File: src/core_pkg.sv
package core_pkg;

    // data and address width of the core
    localparam int xlen = 32;

    // register file index width, 32 registers
    localparam int reg_addr_w = 5;

    // fetch starts here after reset
    localparam logic [xlen-1:0] reset_pc = 32'h0000_0000;

    // major opcodes handled by this core
    // anything else decodes as illegal
    typedef enum logic [6:0] {
        opc_op     = 7'b0110011,
        opc_op_imm = 7'b0010011,
        opc_lui    = 7'b0110111,
        opc_auipc  = 7'b0010111,
        opc_branch = 7'b1100011,
        opc_jal    = 7'b1101111,
        opc_jalr   = 7'b1100111
    } opcode_e;

    // alu function select
    // pass_b forwards operand b, used by lui
    typedef enum logic [3:0] {
        alu_add    = 4'd0,
        alu_sub    = 4'd1,
        alu_sll    = 4'd2,
        alu_slt    = 4'd3,
        alu_sltu   = 4'd4,
        alu_xor    = 4'd5,
        alu_srl    = 4'd6,
        alu_sra    = 4'd7,
        alu_or     = 4'd8,
        alu_and    = 4'd9,
        alu_pass_b = 4'd10
    } alu_op_e;

    // control transfer kind for the pc unit
    // nine kinds, so one bit more than three
    typedef enum logic [3:0] {
        br_none     = 4'd0,
        br_eq       = 4'd1,
        br_ne       = 4'd2,
        br_lt       = 4'd3,
        br_ge       = 4'd4,
        br_ltu      = 4'd5,
        br_geu      = 4'd6,
        br_jump     = 4'd7,
        br_jump_reg = 4'd8
    } branch_e;

    // writeback source
    typedef enum logic {
        wb_alu  = 1'b0,
        wb_link = 1'b1
    } wb_sel_e;

    // alu operand a source, pc only for auipc
    typedef enum logic {
        src_a_rs1 = 1'b0,
        src_a_pc  = 1'b1
    } src_a_e;

endpackage

File: src/core_decoder.sv
`timescale 1ns/100ps

module core_decoder (
    input  logic [core_pkg::xlen-1:0]       inst_i,
    input  logic                            inst_valid_i,
    output logic [core_pkg::reg_addr_w-1:0] rs1_addr_o,
    output logic [core_pkg::reg_addr_w-1:0] rs2_addr_o,
    output logic [core_pkg::reg_addr_w-1:0] rd_addr_o,
    output logic [core_pkg::xlen-1:0]       imm_o,
    output core_pkg::alu_op_e               alu_op_o,
    output core_pkg::src_a_e                src_a_o,
    output logic                            alu_src_imm_o,
    output core_pkg::wb_sel_e               wb_sel_o,
    output core_pkg::branch_e               branch_o,
    output logic                            reg_write_o,
    output logic                            illegal_o
);
    import core_pkg::*;

    opcode_e          opcode;
    logic [2:0]       funct3;
    logic [6:0]       funct7;
    logic [xlen-1:0]  imm_i_type;
    logic [xlen-1:0]  imm_u_type;
    logic [xlen-1:0]  imm_b_type;
    logic [xlen-1:0]  imm_j_type;
    logic             legal;
    logic             writes_rd;
    branch_e          branch;

    // shared funct3 map for op and op_imm
    // alt picks sub over add and sra over srl
    function automatic alu_op_e alu_from_funct3(input logic [2:0] f3, input logic alt);
        alu_op_e op;
        case (f3)
            3'b000:  op = alt ? alu_sub : alu_add;
            3'b001:  op = alu_sll;
            3'b010:  op = alu_slt;
            3'b011:  op = alu_sltu;
            3'b100:  op = alu_xor;
            3'b101:  op = alt ? alu_sra : alu_srl;
            3'b110:  op = alu_or;
            default: op = alu_and;
        endcase
        return op;
    endfunction

    // fixed instruction fields
    assign opcode     = opcode_e'(inst_i[6:0]);
    assign rd_addr_o  = inst_i[11:7];
    assign funct3     = inst_i[14:12];
    assign rs1_addr_o = inst_i[19:15];
    assign rs2_addr_o = inst_i[24:20];
    assign funct7     = inst_i[31:25];

    // immediates, all sign extended from bit 31
    assign imm_i_type = {{20{inst_i[31]}}, inst_i[31:20]};
    assign imm_u_type = {inst_i[31:12], 12'b0};
    assign imm_b_type = {{19{inst_i[31]}}, inst_i[31], inst_i[7], inst_i[30:25],
                         inst_i[11:8], 1'b0};
    assign imm_j_type = {{11{inst_i[31]}}, inst_i[31], inst_i[19:12], inst_i[20],
                         inst_i[30:21], 1'b0};

    always_comb begin
        // defaults describe a plain add with no writeback
        alu_op_o      = alu_add;
        src_a_o       = src_a_rs1;
        alu_src_imm_o = 1'b0;
        wb_sel_o      = wb_alu;
        branch        = br_none;
        imm_o         = '0;
        writes_rd     = 1'b0;
        legal         = 1'b1;
        case (opcode)
            opc_op: begin
                writes_rd = 1'b1;
                alu_op_o  = alu_from_funct3(funct3, funct7[5]);
                // funct7 0x20 only valid for sub and sra
                if (funct7 == 7'b0100000) begin
                    legal = (funct3 == 3'b000) || (funct3 == 3'b101);
                end else begin
                    legal = (funct7 == 7'b0000000);
                end
            end
            opc_op_imm: begin
                writes_rd     = 1'b1;
                alu_src_imm_o = 1'b1;
                imm_o         = imm_i_type;
                // addi has no sub form, bit 30 is immediate there
                alu_op_o      = alu_from_funct3(funct3, (funct3 == 3'b101) && funct7[5]);
                // shift amounts are 5 bits, upper bits must be clean
                if (funct3 == 3'b001) begin
                    legal = (funct7 == 7'b0000000);
                end else if (funct3 == 3'b101) begin
                    legal = (funct7 == 7'b0000000) || (funct7 == 7'b0100000);
                end
            end
            opc_lui: begin
                writes_rd     = 1'b1;
                alu_op_o      = alu_pass_b;
                alu_src_imm_o = 1'b1;
                imm_o         = imm_u_type;
            end
            opc_auipc: begin
                writes_rd     = 1'b1;
                src_a_o       = src_a_pc;
                alu_src_imm_o = 1'b1;
                imm_o         = imm_u_type;
            end
            opc_branch: begin
                imm_o = imm_b_type;
                case (funct3)
                    3'b000:  branch = br_eq;
                    3'b001:  branch = br_ne;
                    3'b100:  branch = br_lt;
                    3'b101:  branch = br_ge;
                    3'b110:  branch = br_ltu;
                    3'b111:  branch = br_geu;
                    default: legal = 1'b0;
                endcase
            end
            opc_jal: begin
                writes_rd = 1'b1;
                wb_sel_o  = wb_link;
                branch    = br_jump;
                imm_o     = imm_j_type;
            end
            opc_jalr: begin
                writes_rd = 1'b1;
                wb_sel_o  = wb_link;
                branch    = br_jump_reg;
                imm_o     = imm_i_type;
                legal     = (funct3 == 3'b000);
            end
            // loads, stores, fence, system land here
            default: legal = 1'b0;
        endcase
    end

    // illegal words never redirect the pc
    assign branch_o    = legal ? branch : br_none;
    // x0 writes are dropped here and nowhere else
    assign reg_write_o = inst_valid_i && legal && writes_rd && (rd_addr_o != '0);
    assign illegal_o   = inst_valid_i && !legal;

endmodule

File: src/core_regfile.sv
`timescale 1ns/100ps

module core_regfile (
    input  logic                            clk_i,
    input  logic                            we_i,
    input  logic [core_pkg::reg_addr_w-1:0] waddr_i,
    input  logic [core_pkg::xlen-1:0]       wdata_i,
    input  logic [core_pkg::reg_addr_w-1:0] raddr1_i,
    input  logic [core_pkg::reg_addr_w-1:0] raddr2_i,
    output logic [core_pkg::xlen-1:0]       rdata1_o,
    output logic [core_pkg::xlen-1:0]       rdata2_o
);
    import core_pkg::*;

    // x1..x31 only, x0 has no storage
    logic [xlen-1:0] regs [1:31];

    // single write port
    always_ff @(posedge clk_i) begin
        if (we_i && (waddr_i != '0)) begin
            regs[waddr_i] <= wdata_i;
        end
    end

    // async reads, x0 reads as zero
    // a same-cycle write is seen only after the edge
    always_comb begin
        if (raddr1_i == '0) begin
            rdata1_o = '0;
        end else begin
            rdata1_o = regs[raddr1_i];
        end
    end

    always_comb begin
        if (raddr2_i == '0) begin
            rdata2_o = '0;
        end else begin
            rdata2_o = regs[raddr2_i];
        end
    end

    // decoder must already have filtered rd == 0
    x0_write_check : assert property (@(posedge clk_i) we_i |-> (waddr_i != '0))
        else $error("regfile: write requested to x0");

endmodule

File: src/core_alu.sv
`timescale 1ns/100ps

module core_alu (
    input  core_pkg::alu_op_e         op_i,
    input  logic [core_pkg::xlen-1:0] a_i,
    input  logic [core_pkg::xlen-1:0] b_i,
    output logic [core_pkg::xlen-1:0] result_o
);
    import core_pkg::*;

    logic [4:0] shamt;
    logic       lt_signed;
    logic       lt_unsigned;

    // rv32i only looks at the low five bits of the shift amount
    assign shamt = b_i[4:0];

    // compare results for slt and sltu
    assign lt_signed   = $signed(a_i) < $signed(b_i);
    assign lt_unsigned = a_i < b_i;

    always_comb begin
        case (op_i)
            alu_add: result_o = a_i + b_i;
            alu_sub: result_o = a_i - b_i;
            alu_sll: result_o = a_i << shamt;
            // compares give a clean 0 or 1
            alu_slt: result_o = {{(xlen-1){1'b0}}, lt_signed};
            alu_sltu: result_o = {{(xlen-1){1'b0}}, lt_unsigned};
            alu_xor: result_o = a_i ^ b_i;
            alu_srl: result_o = a_i >> shamt;
            // arithmetic shift, sign bit fills from the left
            alu_sra: result_o = $unsigned($signed(a_i) >>> shamt);
            alu_or: result_o = a_i | b_i;
            alu_and: result_o = a_i & b_i;
            // lui, immediate already shifted by the decoder
            alu_pass_b: result_o = b_i;
            default: result_o = '0;
        endcase
    end

endmodule

File: src/core_pc_unit.sv
`timescale 1ns/100ps

module core_pc_unit (
    input  logic                      clk_i,
    input  logic                      reset_i,
    input  logic                      advance_i,
    input  core_pkg::branch_e         branch_i,
    input  logic [core_pkg::xlen-1:0] rs1_data_i,
    input  logic [core_pkg::xlen-1:0] rs2_data_i,
    input  logic [core_pkg::xlen-1:0] imm_i,
    output logic [core_pkg::xlen-1:0] pc_o,
    output logic [core_pkg::xlen-1:0] link_o
);
    import core_pkg::*;

    logic [xlen-1:0] pc_q;
    logic [xlen-1:0] pc_next;
    logic [xlen-1:0] pc_rel_target;
    logic [xlen-1:0] reg_target;
    logic            taken;

    // sequential successor, also the link value
    assign link_o = pc_q + 32'd4;

    // jal and branches are pc relative
    assign pc_rel_target = pc_q + imm_i;
    // jalr drops bit 0 of the sum
    assign reg_target = (rs1_data_i + imm_i) & ~32'd1;

    // branch condition, both signed and unsigned
    always_comb begin
        case (branch_i)
            br_eq:   taken = (rs1_data_i == rs2_data_i);
            br_ne:   taken = (rs1_data_i != rs2_data_i);
            br_lt:   taken = ($signed(rs1_data_i) < $signed(rs2_data_i));
            br_ge:   taken = ($signed(rs1_data_i) >= $signed(rs2_data_i));
            br_ltu:  taken = (rs1_data_i < rs2_data_i);
            br_geu:  taken = (rs1_data_i >= rs2_data_i);
            br_jump: taken = 1'b1;
            default: taken = 1'b0;
        endcase
    end

    // register target wins, then relative, else fall through
    assign pc_next = (branch_i == br_jump_reg) ? reg_target :
                     taken                     ? pc_rel_target : link_o;

    always_ff @(posedge clk_i) begin
        if (reset_i) begin
            pc_q <= reset_pc;
        end else if (advance_i) begin
            pc_q <= pc_next;
        end
    end

    assign pc_o = pc_q;

    // no C extension, so fetch stays word aligned
    pc_align_check : assert property (@(posedge clk_i) disable iff (reset_i)
        pc_o[1:0] == 2'b00)
        else $error("pc unit: misaligned pc %h", pc_o);

endmodule

File: src/core_top.sv
`timescale 1ns/100ps

module core_top (
    input  logic                            clk_i,
    input  logic                            reset_i,
    input  logic                            inst_valid_i,
    input  logic [core_pkg::xlen-1:0]       inst_i,
    output logic [core_pkg::xlen-1:0]       pc_o,
    output logic                            wb_en_o,
    output logic [core_pkg::reg_addr_w-1:0] wb_addr_o,
    output logic [core_pkg::xlen-1:0]       wb_data_o,
    output logic                            illegal_o
);
    import core_pkg::*;

    logic [reg_addr_w-1:0] rs1_addr;
    logic [reg_addr_w-1:0] rs2_addr;
    logic [reg_addr_w-1:0] rd_addr;
    logic [xlen-1:0]       imm;
    alu_op_e               alu_op;
    src_a_e                src_a;
    logic                  alu_src_imm;
    wb_sel_e               wb_sel;
    branch_e               branch;
    logic                  reg_write;
    logic                  dec_illegal;
    logic [xlen-1:0]       rs1_data;
    logic [xlen-1:0]       rs2_data;
    logic [xlen-1:0]       alu_a;
    logic [xlen-1:0]       alu_b;
    logic [xlen-1:0]       alu_result;
    logic [xlen-1:0]       link;

    core_decoder u_decoder (
        .inst_i        (inst_i),
        .inst_valid_i  (inst_valid_i),
        .rs1_addr_o    (rs1_addr),
        .rs2_addr_o    (rs2_addr),
        .rd_addr_o     (rd_addr),
        .imm_o         (imm),
        .alu_op_o      (alu_op),
        .src_a_o       (src_a),
        .alu_src_imm_o (alu_src_imm),
        .wb_sel_o      (wb_sel),
        .branch_o      (branch),
        .reg_write_o   (reg_write),
        .illegal_o     (dec_illegal)
    );

    core_regfile u_regfile (
        .clk_i    (clk_i),
        .we_i     (wb_en_o),
        .waddr_i  (rd_addr),
        .wdata_i  (wb_data_o),
        .raddr1_i (rs1_addr),
        .raddr2_i (rs2_addr),
        .rdata1_o (rs1_data),
        .rdata2_o (rs2_data)
    );

    // operand muxes, pc feeds auipc
    assign alu_a = (src_a == src_a_pc) ? pc_o : rs1_data;
    assign alu_b = alu_src_imm ? imm : rs2_data;

    core_alu u_alu (
        .op_i     (alu_op),
        .a_i      (alu_a),
        .b_i      (alu_b),
        .result_o (alu_result)
    );

    core_pc_unit u_pc_unit (
        .clk_i      (clk_i),
        .reset_i    (reset_i),
        // only a valid word moves the pc
        .advance_i  (inst_valid_i && !reset_i),
        .branch_i   (branch),
        .rs1_data_i (rs1_data),
        .rs2_data_i (rs2_data),
        .imm_i      (imm),
        .pc_o       (pc_o),
        .link_o     (link)
    );

    // writeback port, quiet while in reset
    assign wb_en_o   = reg_write && !reset_i;
    assign wb_addr_o = rd_addr;
    assign wb_data_o = (wb_sel == wb_link) ? link : alu_result;
    assign illegal_o = dec_illegal && !reset_i;

    // a rejected word just steps over to the next one
    illegal_step_check : assert property (@(posedge clk_i) disable iff (reset_i)
        illegal_o |=> (pc_o == $past(pc_o) + 32'd4))
        else $error("core: pc did not step past illegal word");

endmodule

File: config.mk
export PLATFORM = sky130hd
export DESIGN_NAME = core_top
export DESIGN_NICKNAME = d
export VERILOG_FILES = /design/src/core_pkg.sv /design/src/core_decoder.sv /design/src/core_regfile.sv /design/src/core_alu.sv /design/src/core_pc_unit.sv /design/src/core_top.sv
export SDC_FILE = /design/constraint.sdc
export NUM_CORES = 2
export LEC_CHECK = 0
export BUFFER_PORTS_ARGS = -buffer_cell sky130_fd_sc_hd__buf_2
export CELL_PAD_IN_SITES_DETAIL_PLACEMENT = 1
export CELL_PAD_IN_SITES_GLOBAL_PLACEMENT = 1
export CORE_MARGIN = 2
export CORE_UTILIZATION = 50
export CTS_CLUSTER_SIZE = 28
export DETAILED_ROUTE_END_ITERATION = 7
export PLACE_DENSITY = 0.76
export SLEW_MARGIN = 20
export SYNTH_ARGS = -nofsm -noshare
export SYNTH_HDL_FRONTEND = slang
export SYNTH_SLANG_ARGS = --single-unit
File: constraint.sdc
create_clock -name clk_i -period 12.1 [get_ports clk_i]
set_clock_uncertainty 0.15 [all_clocks]
set_input_delay 2.42 -clock clk_i [delete_from_list [all_inputs] [get_ports clk_i]]
set_output_delay 2.42 -clock clk_i [all_outputs]
set_load 0.05 [all_outputs]
# --- Word-level counts from Yosys, hierarchy flattened ---
# Memory sizes are Yosys's and may differ from the RTL's.
# Cells that the tools add are included.
totals:
  regBits: 32
  mem_bits_rw: 992
  in_bits: 35
  wordCells: 111
  memories: 1
memory_table:
  columns: ["memory", "words", "word_bits", "rd", "rd_ports_with_merged_regs", "write_ports", "line", "rtl"]
  rows:
  - ["u_regfile.regs", 31, 32, 2, 0, 1, "core_regfile.sv:16", "logic [xlen-1:0] regs [1:31];"]
classes:
  add_sub_neg: 5
  n_lt_le_gt_ge: 6
  eq_ne: 35
  shift: 3
  mux: 31
  bitwise_logic: 3
  n_reduce_logical: 26
op_table:
  columns: ["cell", "n"]
  rows:
  - ["32-bit case mux with 11 select lines", 1]
  - ["32-bit 2-to-1 mux", 7]
  - ["32-bit less-than comparator", 4]
  - ["32-bit case mux with 4 select lines", 1]
  - ["32-bit adder", 3]
  - ["32-bit greater-or-equal comparator", 2]
  - ["4-bit case mux with 7 select lines", 2]
  - ["32-bit by 3-bit adder with 32-bit output, second input constant", 1]
  - ["32-bit bitwise AND", 1]
  - ["32-bit == test", 1]
  - ["4-bit by 3-bit == test with 1-bit output, second input constant", 8]
  - ["32-bit inequality test", 1]
  - ["32-bit bitwise OR", 1]
  - ["32-bit by 5-bit << shifter with 32-bit output", 1]
  - ["32-bit by 5-bit right shift with 32-bit output", 1]
  - ["32-bit by 5-bit >>> shifter with 32-bit output", 1]
  - ["32-bit subtractor", 1]
  - ["32-bit bitwise XOR", 1]
  - ["4-bit case mux with 3 select lines", 2]
  - ["7-bit by 6-bit == test with 1-bit output, second input constant", 3]
  - ["7-bit == test, second input constant", 3]
  - ["3-bit case mux with 6 select lines", 1]
  - ["4-bit by 2-bit == test with 1-bit output, second input constant", 4]
  - ["4-bit == test, second input constant", 4]
  - ["20 further kinds", 54]

# --- Depth between registers and ports, before layout ---
logic_depth:
  ltp_word: 12
  depth_mapped: 29
  depth_no_buf: 20

# --- Cells and area by module ---
# Synthesis repeated with hierarchy kept, for this count alone.
hier_totals:
  hier_cells: 5042
  area_unflattened_um2: 64274.1
by_module_without_submodules:
  columns: ["mod", "instances", "cells_per_inst", "area_per_inst_um2"]
  rows:
  - ["core_regfile", 1, 2601, 46498.3]
  - ["core_alu", 1, 1370, 9047.4]
  - ["core_pc_unit", 1, 838, 6261.0]
  - ["core_top", 1, 111, 1651.6]
  - ["core_decoder", 1, 122, 815.8]

# --- Worst setup path after synthesis ---
# Ideal clock, no wire load.
synth_timing:
  kind: "input to output"
  from: "input port inst_i[20] (netlist bit)"
  to: "output port wb_data_o[24] (netlist bit)"
  t_arrival_ns: 9.233
  required_ns: 9.530
  path_slack_ns: 0.297
  path_stages: 25
  path_buffers: 7
  path_cell_list: "buf_6 > buf_6 > buf_6 > buf_4 > buf_2 > buf_2 > buf_2 > mux4_2 > mux2i_1 > o22ai_1 > o21ai_0 > nor2_1 > a21o_1 > ha_1 > or3b_2 > o221ai_1 > o41a_1 > a2bb2oi_1 > o311ai_0 > inv_1 > o21ai_0 > a31oi_1 > xnor2_1 > nand2_1 > a32oi_1"
synth_between:
  elab_chain_len: 6
  elab_cells_between_ends: 15
  cone_classes: "2 x add/sub; 3 x shift; 5 x mux; 3 x bitwise; 1 x reduce/logical; 1 x memory"
synth_lines:
  columns: ["element", "line", "rtl"]
  rows:
  - ["from (decl)", "core_top.sv:7", "input logic [core_pkg::xlen-1:0] inst_i,"]
  - ["memory 31 x 32 bit or 5-bit logical NOT (tied branches)", null, null]
  - ["32-bit 2-to-1 mux", "core_regfile.sv:36", "if (raddr2_i == '0) begin"]
  - ["32-bit 2-to-1 mux (*)", "core_top.sv:63", "assign alu_b = alu_src_imm ? imm : rs2_data;"]
  - ["32-bit subtractor (tied with other cells)", "core_alu.sv:25", "alu_sub: result_o = a_i - b_i;"]
  - ["32-bit case mux with 11 select lines (*)", "core_alu.sv:23", "case (op_i)"]
  - ["32-bit 2-to-1 mux (*)", "core_top.sv:88", "assign wb_data_o = (wb_sel == wb_link) ? link : alu_result;"]
  - ["to (decl)", "core_top.sv:11", "output logic [core_pkg::xlen-1:0] wb_data_o,"]
# Every way passes the cells marked *; elsewhere a longest branch is shown, timed or not.

# --- Worst setup path after layout ---
layout_timing:
  from: "input port inst_i[18] (netlist bit)"
  to: "output port wb_data_o[24] (netlist bit)"
layout_between:
  elab_chain_len: 6
  elab_cells_between_ends: 16
  cone_classes: "2 x add/sub; 3 x shift; 6 x mux; 3 x bitwise; 1 x reduce/logical; 1 x memory"
layout_lines:
  columns: ["element", "line", "rtl"]
  rows:
  - ["memory 31 x 32 bit or 5-bit logical NOT (tied branches)", null, null]
  - ["32-bit 2-to-1 mux", "core_regfile.sv:28", "if (raddr1_i == '0) begin"]
  - ["32-bit 2-to-1 mux", "core_top.sv:62", "assign alu_a = (src_a == src_a_pc) ? pc_o : rs1_data;"]
  - ["32-bit subtractor (tied with other cells)", "core_alu.sv:25", null]
  - ["32-bit case mux with 11 select lines (*)", "core_alu.sv:23", null]
  - ["32-bit 2-to-1 mux (*)", "core_top.sv:88", null]
# Marked as above.

==> impl_metrics.tcl <==
set metrics [dict create \
    status "finished, final reports clean" \
    synth_top_cells_by_area "edfxtp_1 47%, mux4_2 12%, mux2i_1 6.9%" \
    crit_chain "buf_2, nand3b_1, o22ai_1, nor4_1, a22oi_1, a22o_1, ha_1, inv_1, fa_1, o21ba_2, o221ai_1, o41a_1, a2bb2oi_1, o311ai_0, buf_4, inv_1, o21ai_0, a31oi_1, xnor2_1, nand2_1, a32oi_2, buf_2" \
    synth_fp_nets 5283 \
    cts.path.max_buffers 3 \
    fin_ws_ps 61.5 \
    cpLargestDelayFamily "compound AO/OA/AOI/OAI gates" \
    crit_slowest_cell "buf_2" \
    endpoint_kind "output pin" \
    seqCellArea_mm2 0.0304 \
    cts_tree "done" \
    initial_core_util 0.505 \
    vias 52800 \
    cts_buffers 103 \
    cts_root_buf "clkbuf_16" \
    wl_mm 303 \
    layout_worst_path_cycle_share 0.995 \
    row_count 130 \
    cp_max_fo 21 \
    rsz0062_at_grt "false" \
    finalSetupTns_ps 0 \
    grt_max_degree 77 \
    avgSynthCellArea_um2 12.6 \
    cp_slowest_stage_delay_ps 680 \
    drtIter0Drc 7855 \
    met2_usage 0.695 \
    syn_inst 5048 \
    globalRoute.totalOverflow 0 \
    power_density_mw_per_mm2 150 \
    multi_input_area_mm2 0.0312 \
    fmax_ghz 0.0831 \
    post_drt_wl_per_cell_um 43.4 \
    final_cell_mix "992 x edfxtp_1, 441 x mux2i_1, 351 x mux4_2, 326 x buf_4, 325 x nor2_1" \
    setup_viol_count_final 0 \
    yosysWarnings 0 \
    dpl_worst_slack_ps 549 \
    grt_pass1_wl_mm 419 \
    hold_class "reg2reg" \
    p_leak_nw 25.3 \
    post-route-min-period_ps 12040 \
    coreArea_mm2 0.126 \
    track_usage 0.459 \
    hold_buffers 0 \
    synth-edff-count 992 \
    dieArea_mm2 0.130 \
    nets 5479 \
    crit_path_start_kind "input port" \
    finalMaxSlewViolations 0 \
    yosysSeqAreaShare 0.478 \
    synth_seq_cells 1024 \
    grt_pass1_vias 52700 \
    place_congestion 1.04 \
    antenna_found_initial 13 \
    ys_types 121 \
    layout_commonest_cell "edfxtp_1" \
    ant_nets 0 \
    critPathRequiredTime_ps 9530 \
    synth_ff_type "edfxtp_1" \
    ir_drop_mv 0.218 \
    drc 0 \
    met1_usage 0.567 \
    path_buf_inv 5 \
    clock-sinks 1024 \
    dpl.hpwl_mm 212 \
    cap_violations 0 \
    busiest_layer "met2" \
    grtUsageMet3 0.123 \
    postCtsResizedCells 0 \
    clk_latency_ps 780 \
    viasPerCell 7.55 \
    portBuffers 105 \
    tightest_slew_ps 1240 \
    hold_violations 0 \
    slew_headroom 0.165 \
    drtPass1Iterations 8 \
    fillers 12400 \
    die_w_um 361 \
    netlist_area_mm2 0.0637 \
    crit_arrival_ps 9470 \
    power_mw 10.6 \
    dieHeight_um 361 \
    post-route-util 0.562 \
    layout-drive-gt1-share 0.222 \
    path_class "in2out" \
    area_growth_syn_to_layout_pct 11.3 \
    async_flop_share 0 \
    ios 106 \
    htree_levels 3 \
    worst_hold_slack_ps 555 \
    postCtsSetupBuffers 0 \
    yosys.area.top_type "edfxtp_1" \
    clkSlewWorstSetupHoldPaths_ps 60 \
    synth_top_area_frac 0.468 \
]
[cell usage after synthesis (36+ instances only)]
cell type,number
mux4_2,351
clkbuf_1,162
buf_2,75
ha_1,196
edfxtp_1,992
o21ai_0,188
o22ai_1,102
a31oi_1,36
mux2i_1,441
mux2_2,75
a21oi_1,322
a211oi_1,71
a21o_1,59
o221ai_1,50
nor3_1,89
nand3_1,63
nand2_1,243
buf_6,47
a22oi_1,73
inv_1,141
nor2_1,358
buf_4,37
xnor2_1,61
a221oi_1,37
[worst paths after layout]
kind,startpoint,to,slack [ps],cells after the start
worst max register to register,u_regfile.regs[24][4]$_DFFE_PP_,u_regfile.regs[8][24]$_DFFE_PP_,5270,19
worst min register to register,u_pc_unit.pc_o[23]$_SDFFE_PP0P_,u_pc_unit.pc_o[23]$_SDFFE_PP0P_,550,2
worst min-delay path,u_pc_unit.pc_o[23]$_SDFFE_PP0P_,u_pc_unit.pc_o[23]$_SDFFE_PP0P_,550,2
worst max-delay path,inst_i[18],wb_data_o[24],60,22
[metal layers]
layer	wire length (um)	part of all wire
met2	134000	0.44
met1	106000	0.35
met5	188	0.00062
met4	27100	0.089
met3	35600	0.12
[state kept, by name (all words and copies together) (netlist names)]
register / count
u_pc_unit.pc_o: 32
u_regfile.regs: 992
[power breakdown]
group | internal, mW | switching [mW]
Combinational | 0.895 | 2.25
Sequential | 4.34 | 0.0178
Clock | 1.68 | 1.46
[kinds of logic after synthesis]
kind of cell / share of synthesized area
compound gates: 0.141
simple gates: 0.0779
flops: 0.478
mux: 0.211
buf+inv: 0.0403
fa+ha+maj: 0.0398
xor+xnor: 0.0125
[final cells by class]
type,instances,area share
clock buffers,123,0.0374
repair buffers,440,0.0472
diodes,8,0.000283
multi-input cells,3521,0.440
inverters,154,0.00821
well taps,1650,0.0291
flip-flops and latches,1024,0.429
clock inverters,65,0.00803
[stage by stage]
stage          instance area [um^2]  cells
2_1_floorplan                 63700   5048
3_3_place_gp                  67600   6789
3_5_place_dp                  67600   6789
4_1_cts                       70800   6977
5_1_grt                       70800   6979
6_report                      70900   6985
[worst min-delay path: cells and delay by family (launching register included)]
kind / cells / cell delay, ps
flops: 1 / 450
simple gates: 2 / 210
No activity file was read; power rests on OpenSTA's default activity.
